**src/hw/coproc_settings.svh**
```systemverilog
// string-match coprocessor sizes shared by the package and the RTL stages
`ifndef COPROC_SETTINGS_SVH
`define COPROC_SETTINGS_SVH

// one text character
`define CHAR_WIDTH 8

// memory bus word, holds two characters
`define MEM_WIDTH 16

// word address into the text memory
`define MEM_ADDR_WIDTH 11

// characters packed in one memory word, little-endian
`define CHARS_PER_WORD 2

// low pointer bits that pick the character inside a word
`define CHAR_OFFSET_BITS 1

// character pointer is the word address followed by the offset
`define PTR_WIDTH 12

// longest literal pattern the shift-and engine can hold
`define PATTERN_CHARS 4

`endif

```
**src/hw/coproc_pkg.sv**
```systemverilog
// string-match coprocessor types for characters, memory words, pointers and control
`include "coproc_settings.svh"

package coproc_pkg;

    // one character of the text stream
    typedef logic [`CHAR_WIDTH-1:0] char_t;

    // raw memory word as returned by the text memory
    typedef logic [`MEM_WIDTH-1:0] mem_word_t;

    // word address on the memory request bus
    typedef logic [`MEM_ADDR_WIDTH-1:0] mem_addr_t;

    // character pointer, word address in the upper bits
    typedef logic [`PTR_WIDTH-1:0] char_ptr_t;

    // packed pattern, character 0 in the low byte
    typedef logic [`PATTERN_CHARS*`CHAR_WIDTH-1:0] pattern_t;

    // pattern length, 1 to PATTERN_CHARS
    typedef logic [$clog2(`PATTERN_CHARS+1)-1:0] pattern_len_t;

    // one bit per pattern prefix that matches so far
    typedef logic [`PATTERN_CHARS-1:0] match_state_t;

    // supervising FSM of the coprocessor
    typedef enum logic [2:0] {
        CTRL_IDLE,
        CTRL_RUN,
        CTRL_DONE_ACCEPT,
        CTRL_DONE_REJECT,
        CTRL_ERROR
    } ctrl_state_t;

endpackage

```
**src/hw/text_fetcher.sv**
```systemverilog
// text fetcher: word reads from memory, one-word buffer and a character stream with last flag
`include "coproc_settings.svh"

module text_fetcher
(
    input  logic                  clk,
    input  logic                  rst,
    input  logic                  flush,
    input  logic                  job_start,
    input  coproc_pkg::char_ptr_t start_ptr,
    input  coproc_pkg::char_ptr_t end_ptr,
    input  logic                  memory_ready,
    input  coproc_pkg::mem_word_t memory_data,
    output logic                  memory_valid,
    output coproc_pkg::mem_addr_t memory_addr,
    output logic                  char_valid,
    output coproc_pkg::char_t     char_data,
    output logic                  char_last
);

    // control flags
    logic                  req_valid;
    logic                  rd_pending;
    logic                  buf_valid;

    // job pointers and the word buffer
    coproc_pkg::char_ptr_t end_ptr_q;
    coproc_pkg::char_ptr_t cur_ptr;
    coproc_pkg::mem_addr_t fetch_addr;
    coproc_pkg::mem_word_t buf_word;

    // derived
    logic                  mem_accept;
    logic                  more_words;
    logic [`CHAR_OFFSET_BITS-1:0] cur_off;
    coproc_pkg::mem_word_t src_word;

    assign mem_accept = req_valid && memory_ready;

    // request stays put until the memory takes it
    assign memory_valid = req_valid;
    assign memory_addr  = fetch_addr;

    // word being read is not yet the word holding end_ptr
    assign more_words = fetch_addr != end_ptr_q[`PTR_WIDTH-1:`CHAR_OFFSET_BITS];

    assign cur_off = cur_ptr[`CHAR_OFFSET_BITS-1:0];

    // data cycle takes the bus directly, otherwise the buffer feeds the stream
    assign src_word   = rd_pending ? memory_data : buf_word;
    assign char_valid = rd_pending || buf_valid;
    assign char_data  = src_word[cur_off*`CHAR_WIDTH +: `CHAR_WIDTH];
    assign char_last  = char_valid && (cur_ptr == end_ptr_q);

    always_ff @(posedge clk)
    begin
        if (rst || flush)
        begin
            req_valid  <= 1'b0;
            rd_pending <= 1'b0;
            buf_valid  <= 1'b0;
        end
        else if (job_start)
        begin
            // first word goes out on the next cycle
            req_valid  <= 1'b1;
            rd_pending <= 1'b0;
            buf_valid  <= 1'b0;
        end
        else
        begin
            // data shows up exactly one cycle after acceptance
            rd_pending <= mem_accept;
            if (mem_accept)
            begin
                req_valid <= 1'b0;
            end
            else if (rd_pending)
            begin
                // next word is requested while the buffer drains
                req_valid <= more_words && !char_last;
            end
            // keep buffering while characters remain in this word
            buf_valid <= char_valid && !char_last && !(&cur_off);
        end
    end

    // pointers and buffer, only meaningful while the flags above are set
    always_ff @(posedge clk)
    begin
        if (job_start)
        begin
            end_ptr_q  <= end_ptr;
            cur_ptr    <= start_ptr;
            fetch_addr <= start_ptr[`PTR_WIDTH-1:`CHAR_OFFSET_BITS];
        end
        else
        begin
            if (rd_pending)
            begin
                // word is in hand, so move the fetch address on
                fetch_addr <= fetch_addr + 1'b1;
                buf_word   <= memory_data;
            end
            if (char_valid)
            begin
                cur_ptr <= cur_ptr + 1'b1;
            end
        end
    end

endmodule

```
**src/hw/shift_and_matcher.sv**
```systemverilog
// shift-and matcher: bit-parallel search for a literal pattern of up to four characters
`include "coproc_settings.svh"

module shift_and_matcher
(
    input  logic                     clk,
    input  logic                     rst,
    input  logic                     flush,
    input  logic                     job_start,
    input  coproc_pkg::pattern_t     pattern,
    input  coproc_pkg::pattern_len_t pattern_len,
    input  logic                     char_valid,
    input  coproc_pkg::char_t        char_data,
    input  logic                     char_last,
    output logic                     hit_valid,
    output logic                     hit,
    output logic                     hit_last
);

    // pattern held for the whole job
    coproc_pkg::pattern_t     pattern_q;
    coproc_pkg::pattern_len_t pattern_len_q;

    // partial-match vector, bit i set when chars 0..i end at the last char
    coproc_pkg::match_state_t match_state;
    coproc_pkg::match_state_t next_state;
    coproc_pkg::match_state_t char_mask;
    coproc_pkg::match_state_t len_sel;

    always_comb
    begin
        for (int i = 0; i < `PATTERN_CHARS; i++)
        begin
            // which pattern positions equal the incoming char
            char_mask[i] = char_data == pattern_q[i*`CHAR_WIDTH +: `CHAR_WIDTH];
            // one-hot pick of the final pattern position
            len_sel[i]   = pattern_len_q == coproc_pkg::pattern_len_t'(i + 1);
        end
        // shift in a one so a fresh match can start at every char
        next_state = {match_state[`PATTERN_CHARS-2:0], 1'b1} & char_mask;
    end

    always_ff @(posedge clk)
    begin
        if (rst || flush || job_start)
        begin
            match_state <= '0;
            hit_valid   <= 1'b0;
            hit         <= 1'b0;
            hit_last    <= 1'b0;
        end
        else
        begin
            // output stage follows char_valid by one cycle
            hit_valid <= char_valid;
            if (char_valid)
            begin
                match_state <= next_state;
                hit         <= |(next_state & len_sel);
                hit_last    <= char_last;
            end
        end
    end

    // latched in the handshake cycle, the host bus moves on afterwards
    always_ff @(posedge clk)
    begin
        if (job_start)
        begin
            pattern_q     <= pattern;
            pattern_len_q <= pattern_len;
        end
    end

endmodule

```
**src/hw/job_control.sv**
```systemverilog
// job control: host handshake, pointer checks and the supervising FSM
`include "coproc_settings.svh"

module job_control
(
    input  logic                  clk,
    input  logic                  rst,
    input  logic                  valid,
    input  coproc_pkg::char_ptr_t start_ptr,
    input  coproc_pkg::char_ptr_t end_ptr,
    input  logic                  hit_valid,
    input  logic                  hit,
    input  logic                  hit_last,
    output logic                  ready,
    output logic                  job_start,
    output logic                  flush,
    output logic                  done,
    output logic                  accept,
    output logic                  error
);

    coproc_pkg::ctrl_state_t cur_state;
    coproc_pkg::ctrl_state_t next_state;

    // start must sit on a word boundary, end must not precede start
    logic bad_job;

    assign bad_job = (start_ptr[`CHAR_OFFSET_BITS-1:0] != '0) || (end_ptr < start_ptr);

    always_ff @(posedge clk)
    begin
        if (rst)
        begin
            cur_state <= coproc_pkg::CTRL_IDLE;
        end
        else
        begin
            cur_state <= next_state;
        end
    end

    always_comb
    begin
        next_state = cur_state;
        ready      = 1'b0;
        job_start  = 1'b0;
        flush      = 1'b0;
        done       = 1'b0;
        accept     = 1'b0;
        error      = 1'b0;
        case (cur_state)
            coproc_pkg::CTRL_IDLE:
            begin
                ready = 1'b1;
                if (valid)
                begin
                    if (bad_job)
                    begin
                        // no start pulse, the error is sticky
                        next_state = coproc_pkg::CTRL_ERROR;
                    end
                    else
                    begin
                        job_start  = 1'b1;
                        next_state = coproc_pkg::CTRL_RUN;
                    end
                end
            end
            coproc_pkg::CTRL_RUN:
            begin
                // a hit wins over the end of string on the same char
                if (hit_valid && hit)
                begin
                    next_state = coproc_pkg::CTRL_DONE_ACCEPT;
                end
                else if (hit_valid && hit_last)
                begin
                    next_state = coproc_pkg::CTRL_DONE_REJECT;
                end
            end
            coproc_pkg::CTRL_DONE_ACCEPT:
            begin
                done       = 1'b1;
                accept     = 1'b1;
                // drop whatever the fetcher and matcher still hold
                flush      = 1'b1;
                next_state = coproc_pkg::CTRL_IDLE;
            end
            coproc_pkg::CTRL_DONE_REJECT:
            begin
                done       = 1'b1;
                flush      = 1'b1;
                next_state = coproc_pkg::CTRL_IDLE;
            end
            coproc_pkg::CTRL_ERROR:
            begin
                // held here until reset
                error = 1'b1;
            end
            default:
            begin
                next_state = coproc_pkg::CTRL_IDLE;
            end
        endcase
    end

endmodule

```
**src/hw/coprocessor_top.sv**
```systemverilog
// string-match coprocessor top: fetcher, shift-and matcher and job control in a pipeline
module coprocessor_top
(
    input  logic                     clk,
    input  logic                     rst,
    input  logic                     valid,
    input  coproc_pkg::char_ptr_t    start_ptr,
    input  coproc_pkg::char_ptr_t    end_ptr,
    input  coproc_pkg::pattern_t     pattern,
    input  coproc_pkg::pattern_len_t pattern_len,
    input  logic                     memory_ready,
    input  coproc_pkg::mem_word_t    memory_data,
    output logic                     ready,
    output logic                     memory_valid,
    output coproc_pkg::mem_addr_t    memory_addr,
    output logic                     done,
    output logic                     accept,
    output logic                     error
);

    // control to the datapath stages
    logic              job_start;
    logic              flush;

    // character stream, valid only
    logic              char_valid;
    coproc_pkg::char_t char_data;
    logic              char_last;

    // matcher results back to control
    logic              hit_valid;
    logic              hit;
    logic              hit_last;

    job_control u_job_control (
        .clk       (clk),
        .rst       (rst),
        .valid     (valid),
        .start_ptr (start_ptr),
        .end_ptr   (end_ptr),
        .hit_valid (hit_valid),
        .hit       (hit),
        .hit_last  (hit_last),
        .ready     (ready),
        .job_start (job_start),
        .flush     (flush),
        .done      (done),
        .accept    (accept),
        .error     (error)
    );

    text_fetcher u_text_fetcher (
        .clk          (clk),
        .rst          (rst),
        .flush        (flush),
        .job_start    (job_start),
        .start_ptr    (start_ptr),
        .end_ptr      (end_ptr),
        .memory_ready (memory_ready),
        .memory_data  (memory_data),
        .memory_valid (memory_valid),
        .memory_addr  (memory_addr),
        .char_valid   (char_valid),
        .char_data    (char_data),
        .char_last    (char_last)
    );

    shift_and_matcher u_shift_and_matcher (
        .clk         (clk),
        .rst         (rst),
        .flush       (flush),
        .job_start   (job_start),
        .pattern     (pattern),
        .pattern_len (pattern_len),
        .char_valid  (char_valid),
        .char_data   (char_data),
        .char_last   (char_last),
        .hit_valid   (hit_valid),
        .hit         (hit),
        .hit_last    (hit_last)
    );

endmodule

```
**config.mk**
```make
export PLATFORM = sky130hd
export DESIGN_NAME = coprocessor_top
export DESIGN_NICKNAME = d
export VERILOG_FILES = /design/src/hw/coproc_pkg.sv /design/src/hw/text_fetcher.sv /design/src/hw/shift_and_matcher.sv /design/src/hw/job_control.sv /design/src/hw/coprocessor_top.sv
export VERILOG_INCLUDE_DIRS = /design/src /design/src/hw
export SDC_FILE = /design/constraint.sdc
export NUM_CORES = 1
export LEC_CHECK = 0
export BUFFER_PORTS_ARGS = -buffer_cell sky130_fd_sc_hd__buf_2
export CAP_MARGIN = 40
export CORE_MARGIN = 2
export CORE_UTILIZATION = 45
export DETAILED_ROUTE_END_ITERATION = 6
export MAX_ROUTING_LAYER = met4
export PLACE_DENSITY_LB_ADDON = 0.15
export SETUP_SLACK_MARGIN = 0.1
export SKIP_LAST_GASP = 1
export SYNTH_ARGS = -nofsm -noshare
export SYNTH_HDL_FRONTEND = slang
export SYNTH_HIERARCHICAL = 1
export SYNTH_SLANG_ARGS = --single-unit
```
**constraint.sdc**
```tcl
create_clock -name clk -period 19.5 [get_ports clk]
set_input_delay 1.95 -clock clk [delete_from_list [all_inputs] [get_ports clk]]
set_output_delay 1.95 -clock clk [all_outputs]
set_load 0.01 [all_outputs]
```
# [Yosys cells after proc, flatten, opt, wreduce, memory -nomap -nowiden]
# Index checks and enable logic that the tools add are counted.
[word_totals] latchBits=0 elab_cells=78 out_inout_bits=16 memories=0 mem_bits_rw=0 inputBits=79 mem_bits_ro=0 ff_bits=98
[classes] bitwise=3 n_addsub=2 mul=0 eq_ne=16 magnitude_cmp=1 n_shift=1 div=0 muxes=20 n_reduce_logical=21
[ops] op="$eq A8 B8 Y1" count=4
[ops] op="$mux W12" count=2
[ops] op="$mux W11" count=2
[ops] op="$mux W16" count=1
[ops] op="$shiftx A16 B5 Y8" count=1
[ops] op="$add A12 B1 Y12 const B" count=1
[ops] op="$eq A12 B12 Y1" count=1
[ops] op="$eq A3 B2 Y1 const B" count=4
[ops] op="$lt A12 B12 Y1" count=1
[ops] op="$mux W3" count=4
[ops] op="$add A11 B1 Y11 const B" count=1
[ops] op="$ne A11 B11 Y1" count=1
[ops] op="$mux W1" count=10
[ops] op="$pmux W3 S3" count=1
[ops] op="$and A4 B4 Y4" count=2
[ops] op="$logic_and A1 B1 Y1" count=7
[ops] op="$eq A3 B1 Y1 const B" count=2
[ops] op="$eq A3 B3 Y1 const B" count=2
[ops] op="$logic_or A1 B1 Y1" count=4
[ops] op="$reduce_bool A2 Y1" count=2
[ops] op="$reduce_or A2 Y1" count=2
[ops] op="$reduce_or A4 Y1" count=1
[ops] op="$logic_not A3 Y1" count=1
[ops] op="$ne A3 B1 Y1 const B" count=1
[ops] op="5 further kinds" count=6

# [Longest topological paths before layout]
# Gate-level depths: netlist of run 1.
[logic_depth] ltp_word=7 depth_mapped=11 mapped_depth_nobuf=11

# [Modules after synthesis]
# Netlist of run 1, hierarchy kept.
[by_module_without_submodules] mod="text_fetcher" area_per_inst_um2=2830.2 instances=1 seq_area_each_um2=1591.5 cells_each=213
[by_module_without_submodules] mod="shift_and_matcher" area_per_inst_um2=1679.1 instances=1 seq_area_each_um2=1171.1 cells_each=108
[by_module_without_submodules] mod="job_control" area_per_inst_um2=455.4 instances=1 seq_area_each_um2=60.1 cells_each=56

# [Least setup slack after synthesis of run 1]
# No wires, ideal clock.
[synth_timing] kind="input to register" from="input start_ptr[5]" to="register u_text_fetcher.cur_ptr[7] (data pin)" arrival_time_ns=7.681 cell_stages=9 required_ns=19.240 setup_slack_ns=11.559 setup_ns=0.260 path_cell_list="inv_1 > ha_1 > nand4_1 > o31ai_2 > a21oi_2 > nor3_1 > inv_1 > clkbuf_1 > mux2_2"
[synth_via] elab_chain_len=6
[synth_lines] element="start, declared" line_no="coprocessor_top.sv:7" text="input coproc_pkg::char_ptr_t start_ptr,"
[synth_lines] element="$lt A12 B12 Y1" line_no="job_control.sv:28" text="assign bad_job = (start_ptr[`CHAR_OFFSET_BITS-1:0] != '0) || (end_ptr < start_ptr);"
[synth_lines] element="$logic_or A1 B1 Y1" line_no="job_control.sv:28"
[synth_lines] element="$mux W1" line_no="job_control.sv:57" text="if (bad_job)"
[synth_lines] element="$mux W1" line_no="job_control.sv:55" text="if (valid)"
[synth_lines] element="$mux W1" line_no="job_control.sv:51" text="case (cur_state)"
[synth_lines] element="net job_start" line_no="coprocessor_top.sv:22" text="logic job_start;"
[synth_lines] element="$mux W12" line_no="text_fetcher.sv:91" text="if (job_start)"
[synth_lines] element="end signal, assigned" line_no="text_fetcher.sv:94" text="cur_ptr <= start_ptr;"
[synth_lines] element="end signal, assigned" line_no="text_fetcher.sv:107" text="cur_ptr <= cur_ptr + 1'b1;"
[synth_lines] element="end, declared" line_no="text_fetcher.sv:28" text="coproc_pkg::char_ptr_t cur_ptr;"
# The timed path passes the listed nets, and every way through them passes these cells.
# A chain may end at the register's enable or synchronous reset.

# [Worst setup path in the final report of run 1]
[layout_timing] from="input start_ptr[5]" to="register u_text_fetcher.cur_ptr[5] (data pin)"
# The elaborated chain is that of the path after synthesis.

==> results of run 1 <==
worst reg2reg max path, delay by kind of cell (launching register included):
| family | cells | cell delay (ns) |
|---|---|---|
| AND/OR/NAND/NOR | 3 | 0.88 |
| flip-flops | 1 | 0.86 |
| multiplexers | 2 | 0.78 |
| XOR/XNOR | 1 | 0.17 |
| AO/OA/AOI/OAI | 1 | 0.10 |
cell type report:
class	count	area (um2)
Inverter	16	60.1
Clock inverter	7	75.1
Multi-Input combinational cell	255	2050
Timing Repair Buffer	96	485
Tap cell	140	175
Clock buffer	9	124
Fill cell	953	5000
Sequential cell	98	2820
registers in the layout (all words and copies together), names as in the netlist:
name	cells
u_shift_and_matcher/hit_last	1
u_text_fetcher/memory_valid	1
u_shift_and_matcher/pattern_q	32
u_text_fetcher/rd_pending	1
u_text_fetcher/memory_addr	11
u_text_fetcher/cur_ptr	12
u_text_fetcher/end_ptr_q	12
u_shift_and_matcher/pattern_len_q	3
u_job_control/cur_state	3
u_text_fetcher/buf_valid	1
u_text_fetcher/buf_word	16
u_shift_and_matcher/hit_valid	1
u_shift_and_matcher/match_state	3
u_shift_and_matcher/hit	1
worst max-delay path by stage:
| stage | to | slack (ns) | cells past startpoint |
|---|---|---|---|
| floorplan | u_text_fetcher/cur_ptr[7] | 11.56 | 9 |
| global placement | u_text_fetcher/cur_ptr[4] | 14.64 | 12 |
| detailed placement | u_text_fetcher/cur_ptr[5] | 14.54 | 9 |
| CTS | u_text_fetcher/cur_ptr[5] | 14.93 | 11 |
| global route | u_text_fetcher/cur_ptr[8] | 14.65 | 12 |
| finish | u_text_fetcher/cur_ptr[5] | 14.91 | 11 |
layout by cell type (no fill, tap or decap), types with 2 or more instances in the layout:
cell type / synthesis / final
buf_2: 3 / 94
edfxtp_1: 86 / 86
xnor2_1: 48 / 48
mux2_2: 39 / 39
xor2_1: 26 / 26
inv_1: 16 / 16
nand2_1: 15 / 15
nor2_1: 15 / 15
ha_1: 13 / 13
nand3_1: 13 / 13
nor3_1: 13 / 12
dfxtp_1: 12 / 12
nand4_1: 10 / 10
clkbuf_8: 0 / 9
a21oi_1: 7 / 7
o21ai_0: 7 / 7
nor4_1: 6 / 6
nor4_2: 5 / 5
inv_6: 0 / 4
nand2b_1: 4 / 4
nor2b_1: 3 / 3
mux2i_1: 3 / 3
or2_2: 3 / 3
clkinv_2: 0 / 2
buf_4: 1 / 2
nor3b_1: 2 / 2
a211o_1: 2 / 2
a21oi_2: 2 / 2
or3_1: 2 / 2
and2_1: 2 / 2
routing by layer:
layer | wire, um | up-vias | part of all wire [%]
met1 | 4950 | 1488 | 49
li1 | - | 1575 | -
met5 | 0 | - | 0
met2 | 4590 | 75 | 45
met3 | 499 | 13 | 4.9
met4 | 133 | 0 | 1.3
cell families (layout without fill, tap and decap cells):
kind of cell | after synthesis | after routing
muxes | 42 | 42
and+or+nand+nor | 97 | 97
DFF | 98 | 98
xor gates and xnor gates | 74 | 74
AOI/OAI and AO/OA | 29 | 29
buffers and inverters | 24 | 128
adders and majority gates | 13 | 13
power breakdown:
part | total (uW) | switching [uW] | internal, uW
logic | 105 | 54.8 | 49.7
clock network | 134 | 73.5 | 60.8
registers | 263 | 9.62 | 254
per-stage QoR:
step,power [uW],setup WS [ns]
final,502,14.91
after global routing,526,14.65
after CTS,506,14.93
after detailed placement,373,14.54
after global placement,371,14.64
after floorplan,342,11.56
cell usage after synthesis (2+ instances only):
cell,number,area [um2]
nor2_1,15,56.3
a21oi_1,7,35.0
nor2b_1,3,18.8
o21ai_0,7,35.0
xor2_1,26,228
a211o_1,2,17.5
clkbuf_1,4,15.0
nand2b_1,4,25.0
nor4_1,6,37.5
edfxtp_1,86,2580
buf_2,3,15.0
or3_1,2,12.5
nand2_1,15,56.3
or2_2,3,18.8
inv_1,16,60.1
mux2i_1,3,30.0
nor3_1,13,65.1
nor4_2,5,62.6
xnor2_1,48,420
dfxtp_1,12,240
ha_1,13,163
a21oi_2,2,17.5
nor3b_1,2,15.0
and2_1,2,12.5
nand4_1,10,62.6
nand3_1,13,65.1
mux2_2,39,439
==> results.json, run 1 <==
{
  "status": "finished, final reports clean",
  "regToRegSetupSlack_ns": 16.66,
  "path_clk_slew_ns": 0.09,
  "cts_buffers": 9,
  "clk_latency_ns": 0.36,
  "core_um2": 10800,
  "fp.dieArea_um2": 11900,
  "hold_depth": 2,
  "maxCapViolCount": 0,
  "startpoint": "start_ptr[5]",
  "syn2layout_area_growth_pct": 16.7,
  "cp.required_ns": 19.62,
  "synth_top_family_by_area": "XOR/XNOR gates",
  "netlist_area_um2": 4960,
  "final_cell_count_no_fill": 621,
  "rr_startpoint": "u_text_fetcher/rd_pending",
  "synth_compound_area_share_pct": 4.31,
  "synth_edf_count": 86,
  "fin_crit_sh_pct": 23.5,
  "gp_congestion": 0.813,
  "hp-start": "u_shift_and_matcher/hit_valid",
  "grtUsageMet3_pct": 2.69,
  "postCtsHoldBufs": 0,
  "synth_xor_area_share_pct": 13.1,
  "rsz0062_at_grt": "no",
  "routed_via_density": 5.07,
  "ff2ff_path_depth": 7,
  "grt_pass1_vias": 3174,
  "synthFlopType": "edfxtp_1",
  "finalSetupViolations": 0,
  "nets": 568,
  "cts_buffer_depth": 2,
  "antenna_found_initial": 0,
  "period_needed_ns": 4.59,
  "rr_endpoint": "u_shift_and_matcher/hit",
  "timing.fmax_mhz": 218,
  "synthArstFlopShare_pct": 0,
  "cts.sinks": 98,
  "dp_cells": 605,
  "vias": 3151,
  "cts_tree": "built",
  "tightest_slew_ns": 0.821,
  "grt.overflow.total": 0,
  "drt-pass1-iter-count": 4,
  "grt_max_degree": 62,
  "stdcell_area_um2": 5790,
  "crit_family": "buffers and inverters",
  "max_stage_delay_ns": 0.64,
  "yosysWarnings": 6,
  "ios": 95,
  "globalRouteMet1Util_pct": 26.3,
  "worstPathArrival_ns": 4.70,
  "drc": 0,
  "cts.repair.resized": 0,
  "grt_pass1_wl_um": 16100,
  "post-route-util_pct": 53.7,
  "cp-start-kind": "input pin",
  "finalHoldViolCount": 0,
  "hold_path_class": "flip-flop to flip-flop",
  "syn_nets": 469,
  "clock_tree.root_cell": "clkbuf_8",
  "postRouteAntennaNets": 0,
  "start_util_pct": 46.0,
  "fin_skew_ns": 0.00527,
  "rows": 38,
  "wl_um": 10200,
  "power.density_nw_per_um2": 86.7,
  "slowest_stage": "buf_4",
  "p_leak_uw": 0.00216,
  "drive_above_1_share_pct": 34.7,
  "slew_viol_final": 0,
  "drtIter0Drc": 164,
  "h-tree-depth": 3,
  "synth_fa_ha_area_share_pct": 3.28,
  "port-buffer-count": 94,
  "path_cells": "buf_2 > inv_1 > ha_1 > nand4_1 > o31ai_2 > a21oi_2 > nor3_2 > buf_4 > inv_1 > buf_4 > mux2_2",
  "die_h_um": 109,
  "die_x_um": 109,
  "path_buf_inv": 5,
  "hold_ws_ns": 0.474,
  "whs_endpoint": "u_job_control/cur_state[1]",
  "grt.busiest_layer": "met2",
  "avgSynthCellArea_um2": 13.2,
  "syn-instance-count": 377,
  "end_kind": "flip-flop",
  "yosys.area_share.simple_pct": 11.1,
  "vdd_drop_max_mv": 0.0449,
  "cp_max_fo": 61,
  "dp_hpwl_um": 7610,
  "crit_type": "input pin to flip-flop",
  "cts_setup_buffers": 0,
  "antenna_cells": 0,
  "slew-limit-headroom_pct": 45.2,
  "synth.distinct_cells": 43,
  "postSynthRegisterBits": 98,
  "grt_use_total_pct": 18.8,
  "setup_tns_ns": 0,
  "synth_mux_area_share_pct": 9.45,
  "wl_per_cell_um": 16.4,
  "placed_cell_area_um2": 5590,
  "synth-seq-area-share_pct": 56.9,
  "grtUsageMet2_pct": 28.4
}
Note: power is estimated with default switching activity, not from simulation.
==> inputs of run 2 (changes only) <==
==> constraint.sdc (replaced) <==
create_clock -name clk -period 4.55 [get_ports clk]
set_input_delay 0.455 -clock clk [delete_from_list [all_inputs] [get_ports clk]]
set_output_delay 0.455 -clock clk [all_outputs]
set_load 0.01 [all_outputs]
==> run 2 against run 1 <==
Global-route usage up 0.17 points. Hold slack worse by 0.21 ns. Sequential cell count unchanged. Setup slack worse by 13 ns. Total power rose to 4.2 times the previous value. Clock power rose to 3.8 times the previous value.
==> results.json, run 2 (synthesis results as in run 1) <==
{
  "worstPathArrival_ns": 2.99,
  "rr_startpoint": "u_text_fetcher/rd_pending",
  "setup_tns_ns": 0,
  "h-tree-depth": 3,
  "grt_pass1_vias": 3110,
  "hold_depth": 1,
  "ff2ff_path_depth": 7,
  "largest_register": "u_shift_and_matcher/pattern_q",
  "grt_pass1_wl_um": 16100,
  "vdd_drop_max_mv": 0.183,
  "cts.sinks": 98,
  "slowest_stage": "or3_1",
  "hold_path_class": "input pin to flip-flop",
  "crit_type": "input pin to flip-flop",
  "cts.repair.resized": 0,
  "postRouteAntennaNets": 0,
  "die_h_um": 109,
  "drtIter0Drc": 108,
  "drive_above_1_share_pct": 34.4,
  "end_kind": "flip-flop",
  "final_cell_mix": "buf_2, edfxtp_1, xnor2_1, mux2_2, xor2_1",
  "fin_skew_ns": 0.00843,
  "period_needed_ns": 2.96,
  "routed_via_density": 5.18,
  "clock_tree.root_cell": "clkbuf_8",
  "vias": 3225,
  "syn2layout_area_growth_pct": 16.6,
  "drc": 0,
  "rr_endpoint": "u_shift_and_matcher/hit",
  "port-buffer-count": 94,
  "gp_congestion": 0.824,
  "p_leak_uw": 0.00215,
  "postCtsHoldBufs": 0,
  "cp.depth": 10,
  "post-route-util_pct": 53.6,
  "cts_setup_buffers": 0,
  "cp-start-kind": "input pin",
  "grt_max_degree": 63,
  "path_cells": "buf_2 > inv_1 > ha_1 > a211o_1 > a31oi_1 > o31ai_2 > a21oi_2 > nor3_4 > buf_4 > or3_1",
  "regToRegSetupSlack_ns": 1.77,
  "rows": 38,
  "wl_per_cell_um": 16.7,
  "cts_tree": "built",
  "tightest_slew_ns": 0.792,
  "core_um2": 10800,
  "nets": 569,
  "slew_viol_final": 0,
  "max_stage_delay_ns": 0.68,
  "power_uw": 2090,
  "grt_use_total_pct": 19.0,
  "drt-pass1-iter-count": 5,
  "startpoint": "start_ptr[2]",
  "cp_max_fo": 62,
  "top_regs": "u_shift_and_matcher/pattern_q: 32 flops, u_text_fetcher/buf_word: 16 flops",
  "maxCapViolCount": 0,
  "cts_buffer_depth": 2,
  "fin_crit_sh_pct": 65.0,
  "rsz0062_at_grt": "no",
  "dp_hpwl_um": 7860,
  "fp.dieArea_um2": 11900,
  "finalSetupViolations": 0,
  "crit_family": "compound AO/OA/AOI/OAI gates",
  "antenna_cells": 0,
  "power.density_nw_per_um2": 362,
  "die_x_um": 109,
  "cts_buffers": 9,
  "cp.required_ns": 4.58,
  "ios": 95,
  "endpoint": "u_text_fetcher/cur_ptr[3]",
  "clk_latency_ns": 0.36,
  "wl_um": 10400,
  "status": "finished, final reports clean",
  "grt.overflow.total": 0,
  "finalHoldViolCount": 0,
  "start_util_pct": 46.0,
  "slew-limit-headroom_pct": 47.1,
  "final_common_cell": "buf_2",
  "path_buf_inv": 3,
  "timing.fmax_mhz": 338,
  "largest_reg_flops": 32,
  "antenna_found_initial": 0,
  "path_clk_slew_ns": 0.09,
  "hold_ws_ns": 0.259
}
## run 2: how the worst min path moves through the flow
stage / from / to / slack, ns
finish: pattern[13] / u_shift_and_matcher/pattern_q[13] / 0.26
global placement: u_shift_and_matcher/match_state[0] / u_shift_and_matcher/match_state[0] / 0.46
global route: pattern[13] / u_shift_and_matcher/pattern_q[13] / 0.22
detailed placement: u_shift_and_matcher/hit_valid / u_job_control/cur_state[1] / 0.47
CTS: pattern[13] / u_shift_and_matcher/pattern_q[13] / 0.23
floorplan: u_shift_and_matcher/hit_valid / u_job_control/cur_state[1] / 0.43
## run 2: worst register-to-register path, stage by stage (launching register included)
cell	delay, ns
dfxtp_1	0.84
mux2_2	0.43
mux2_2	0.33
xor2_1	0.17
nor4_2	0.49
nand4_1	0.15
and3_1	0.21
a21oi_2	0.11
## run 2: per-layer routing
layer / global-route usage [%] / vias up / part of all wire (%)
li1: - / 1577 / -
met1: 26.5 / 1533 / 47
met2: 27.8 / 106 / 45
met3: 3.71 / 9 / 6.8
met4: 6.32 / 0 / 1.1
met5: - / - / 0
## run 2: final cells by class
| cell class | instances | area [um2] |
|---|---|---|
| multi-input cells | 255 | 2060 |
| clock buffers | 12 | 145 |
| flip-flops and latches | 98 | 2820 |
| clock inverters | 4 | 30.0 |
| repair buffers | 97 | 500 |
| fillers | 931 | 5000 |
| inverters | 16 | 60.1 |
| well taps | 140 | 175 |
## run 2: metrics by stage
stage	area, um2	instances	setup slack (ns)
after floorplan	4980	377	0.644
after global placement	5600	605	1.17
after detailed placement	5610	606	1.22
after CTS	5790	622	1.61
after global routing	5790	622	1.50
final	5790	622	1.59
## run 2: report_power, final
part	internal (uW)	switching, uW	leakage [uW]	total [uW]
sequential	1090	41.8	0.000905	1130
clock	216	300	0.0000866	515
combinational	215	235	0.00116	450
total	1520	577	0.00215	2090
==> inputs of run 3 (changes only) <==
==> constraint.sdc (replaced) <==
create_clock -name clk -period 3 [get_ports clk]
set_input_delay 0.3 -clock clk [delete_from_list [all_inputs] [get_ports clk]]
set_output_delay 0.3 -clock clk [all_outputs]
set_load 0.01 [all_outputs]
==> run 3 against run 2 <==
Sequential share of layout area decreased by 0.95 points. Core utilization increased by 1.1 points. Count of clock-buffer cells in the layout unchanged. Critical path type is now flip-flop to flip-flop. Total power increased by 51%. Sequential power increased by 51%. Largest cell class unchanged. Wire length increased by 1.6%. Sequential cell count unchanged. Critical endpoint is now u_shift_and_matcher/hit. Via count increased by 0.62%. Highest routed layer unchanged.
==> results.json, run 3 (synthesis results as in run 1) <==
{
  "maxCapViolCount": 0,
  "slew_viol_final": 0,
  "drt-pass1-iter-count": 4,
  "power.density_nw_per_um2": 536,
  "die_x_um": 109,
  "rr_endpoint": "u_shift_and_matcher/hit",
  "fin_skew_ns": 0.00578,
  "timing.fmax_mhz": 410,
  "final_common_cell": "buf_2",
  "fp.dieArea_um2": 11900,
  "postCtsHoldBufs": 0,
  "port-buffer-count": 94,
  "hold_path_class": "input pin to flip-flop",
  "cts.repair.resized": 0,
  "final_cell_count_no_fill": 626,
  "period_needed_ns": 2.44,
  "antenna_cells": 0,
  "tightest_slew_ns": 0.607,
  "routed_via_density": 5.18,
  "cts_setup_buffers": 0,
  "vdd_drop_max_mv": 0.293,
  "status": "finished, final reports clean",
  "cp-start-kind": "flip-flop",
  "end_kind": "flip-flop",
  "slew-limit-headroom_pct": 59.5,
  "gp_congestion": 0.897,
  "path_clk_slew_ns": 0.09,
  "endpoint": "u_shift_and_matcher/hit",
  "cts.sinks": 98,
  "largest_register": "u_shift_and_matcher/pattern_q",
  "rr_startpoint": "u_text_fetcher/rd_pending",
  "largest_reg_flops": 32,
  "hp-start": "pattern[20]",
  "top_regs": "u_shift_and_matcher/pattern_q: 32 flops, u_text_fetcher/buf_word: 16 flops",
  "crit_type": "flip-flop to flip-flop",
  "ios": 95,
  "nets": 573,
  "cts_tree": "built",
  "final_cell_mix": "buf_2, edfxtp_1, xnor2_1, mux2_2, xor2_1",
  "drc": 0,
  "clock_tree.root_cell": "clkbuf_8",
  "stdcell_area_um2": 5900,
  "dp_hpwl_um": 8030,
  "drive_above_1_share_pct": 36.8,
  "fin_crit_sh_pct": 81.3,
  "start_util_pct": 46.0,
  "wl_um": 10600,
  "worstPathArrival_ns": 2.75,
  "clk_latency_ns": 0.37,
  "vias": 3245,
  "rsz0062_at_grt": "no",
  "grt.overflow.total": 0,
  "n_fill_cell": 932,
  "postRouteAntennaNets": 0,
  "h-tree-depth": 3,
  "cts_buffer_depth": 2,
  "p_leak_uw": 0.00217,
  "rows": 38,
  "syn2layout_area_growth_pct": 18.9,
  "placed_cell_area_um2": 5740,
  "dp_cells": 610,
  "wl_per_cell_um": 16.9,
  "core_um2": 10800,
  "cp.required_ns": 3.31,
  "startpoint": "u_text_fetcher/rd_pending",
  "regToRegSetupSlack_ns": 0.56,
  "cp_max_fo": 21,
  "die_h_um": 109,
  "grt_pass1_wl_um": 16400,
  "finalSetupViolations": 0,
  "drtIter0Drc": 139,
  "antenna_found_initial": 0,
  "grt_use_total_pct": 19.3,
  "grt_max_degree": 45,
  "finalHoldViolCount": 0,
  "cts_buffers": 9,
  "ff2ff_path_depth": 8,
  "grt_pass1_vias": 3192
}
-- run 3: cell count changes in the layout (fill, tap and decap cells not counted), moves of 2 or more --
cell     change
buf_4        +4
ha_1         -5
ha_4         +5
inv_1        -5
inv_2        +2
inv_8        +2
mux2_2       -2
mux2_4       +2
o21ai_0      -4
o21ai_1      +4
-- run 3: routing by layer --
metal | part of all wire [%] | routed length [um] | global-route usage, %
met1 | 48 | 5090 | 28.0
met2 | 44 | 4670 | 27.5
met3 | 6.0 | 633 | 2.45
met4 | 1.7 | 178 | 7.88
met5 | 0 | 0 | -
-- run 3: worst min path at each step --
| stage | end | slack [ns] | depth (start not counted) |
|---|---|---|---|
| 4_1_cts | u_shift_and_matcher/pattern_q[20] | 0.08 | 1 |
| 3_3_place_gp | u_shift_and_matcher/match_state[0] | 0.46 | 2 |
| 3_5_place_dp | u_job_control/cur_state[1] | 0.45 | 2 |
| 6_report | u_shift_and_matcher/pattern_q[20] | 0.10 | 1 |
| 5_1_grt | u_shift_and_matcher/pattern_q[15] | 0.09 | 1 |
| 2_1_floorplan | u_job_control/cur_state[1] | 0.38 | 1 |
-- run 3: layout make-up --
class | count | area (um2) | area share [%]
clock buffer | 12 | 135 | 2.29
clock inverter | 4 | 30.0 | 0.509
inverter | 16 | 77.6 | 1.31
multi-input combinational | 255 | 2130 | 36.0
sequential | 98 | 2820 | 47.8
tap | 140 | 175 | 2.97
timing repair buffer | 101 | 536 | 9.07
-- run 3: critical path: stages (launching register included) --
cell	delay, ns
dfxtp_1	0.31
buf_4	0.26
mux2_2	0.38
mux2_2	0.34
xor2_1	0.17
nor4_2	0.48
nand4_1	0.13
and3_1	0.20
a21oi_2	0.11
-- run 3: power breakdown --
group	internal (uW)	switching [uW]
Clock	304	447
Combinational	338	364
Sequential	1650	62.7
Total	2290	874
-- run 3: per-stage QoR --
stage / setup slack [ns] / setup TNS [ns] / hold slack, ns / total power [uW] / utilization, %
floorplan: -0.483 / -15.42 / 0.378 / 2230 / -
global placement: 0.315 / 0 / 0.461 / 2430 / 53.2
detailed placement: 0.288 / 0 / 0.449 / 2450 / 53.2
CTS: 0.551 / 0 / 0.0829 / 3200 / 54.7
global route: 0.460 / 0 / 0.0861 / 3330 / 54.7
finish: 0.560 / 0 / 0.101 / 3170 / 54.7
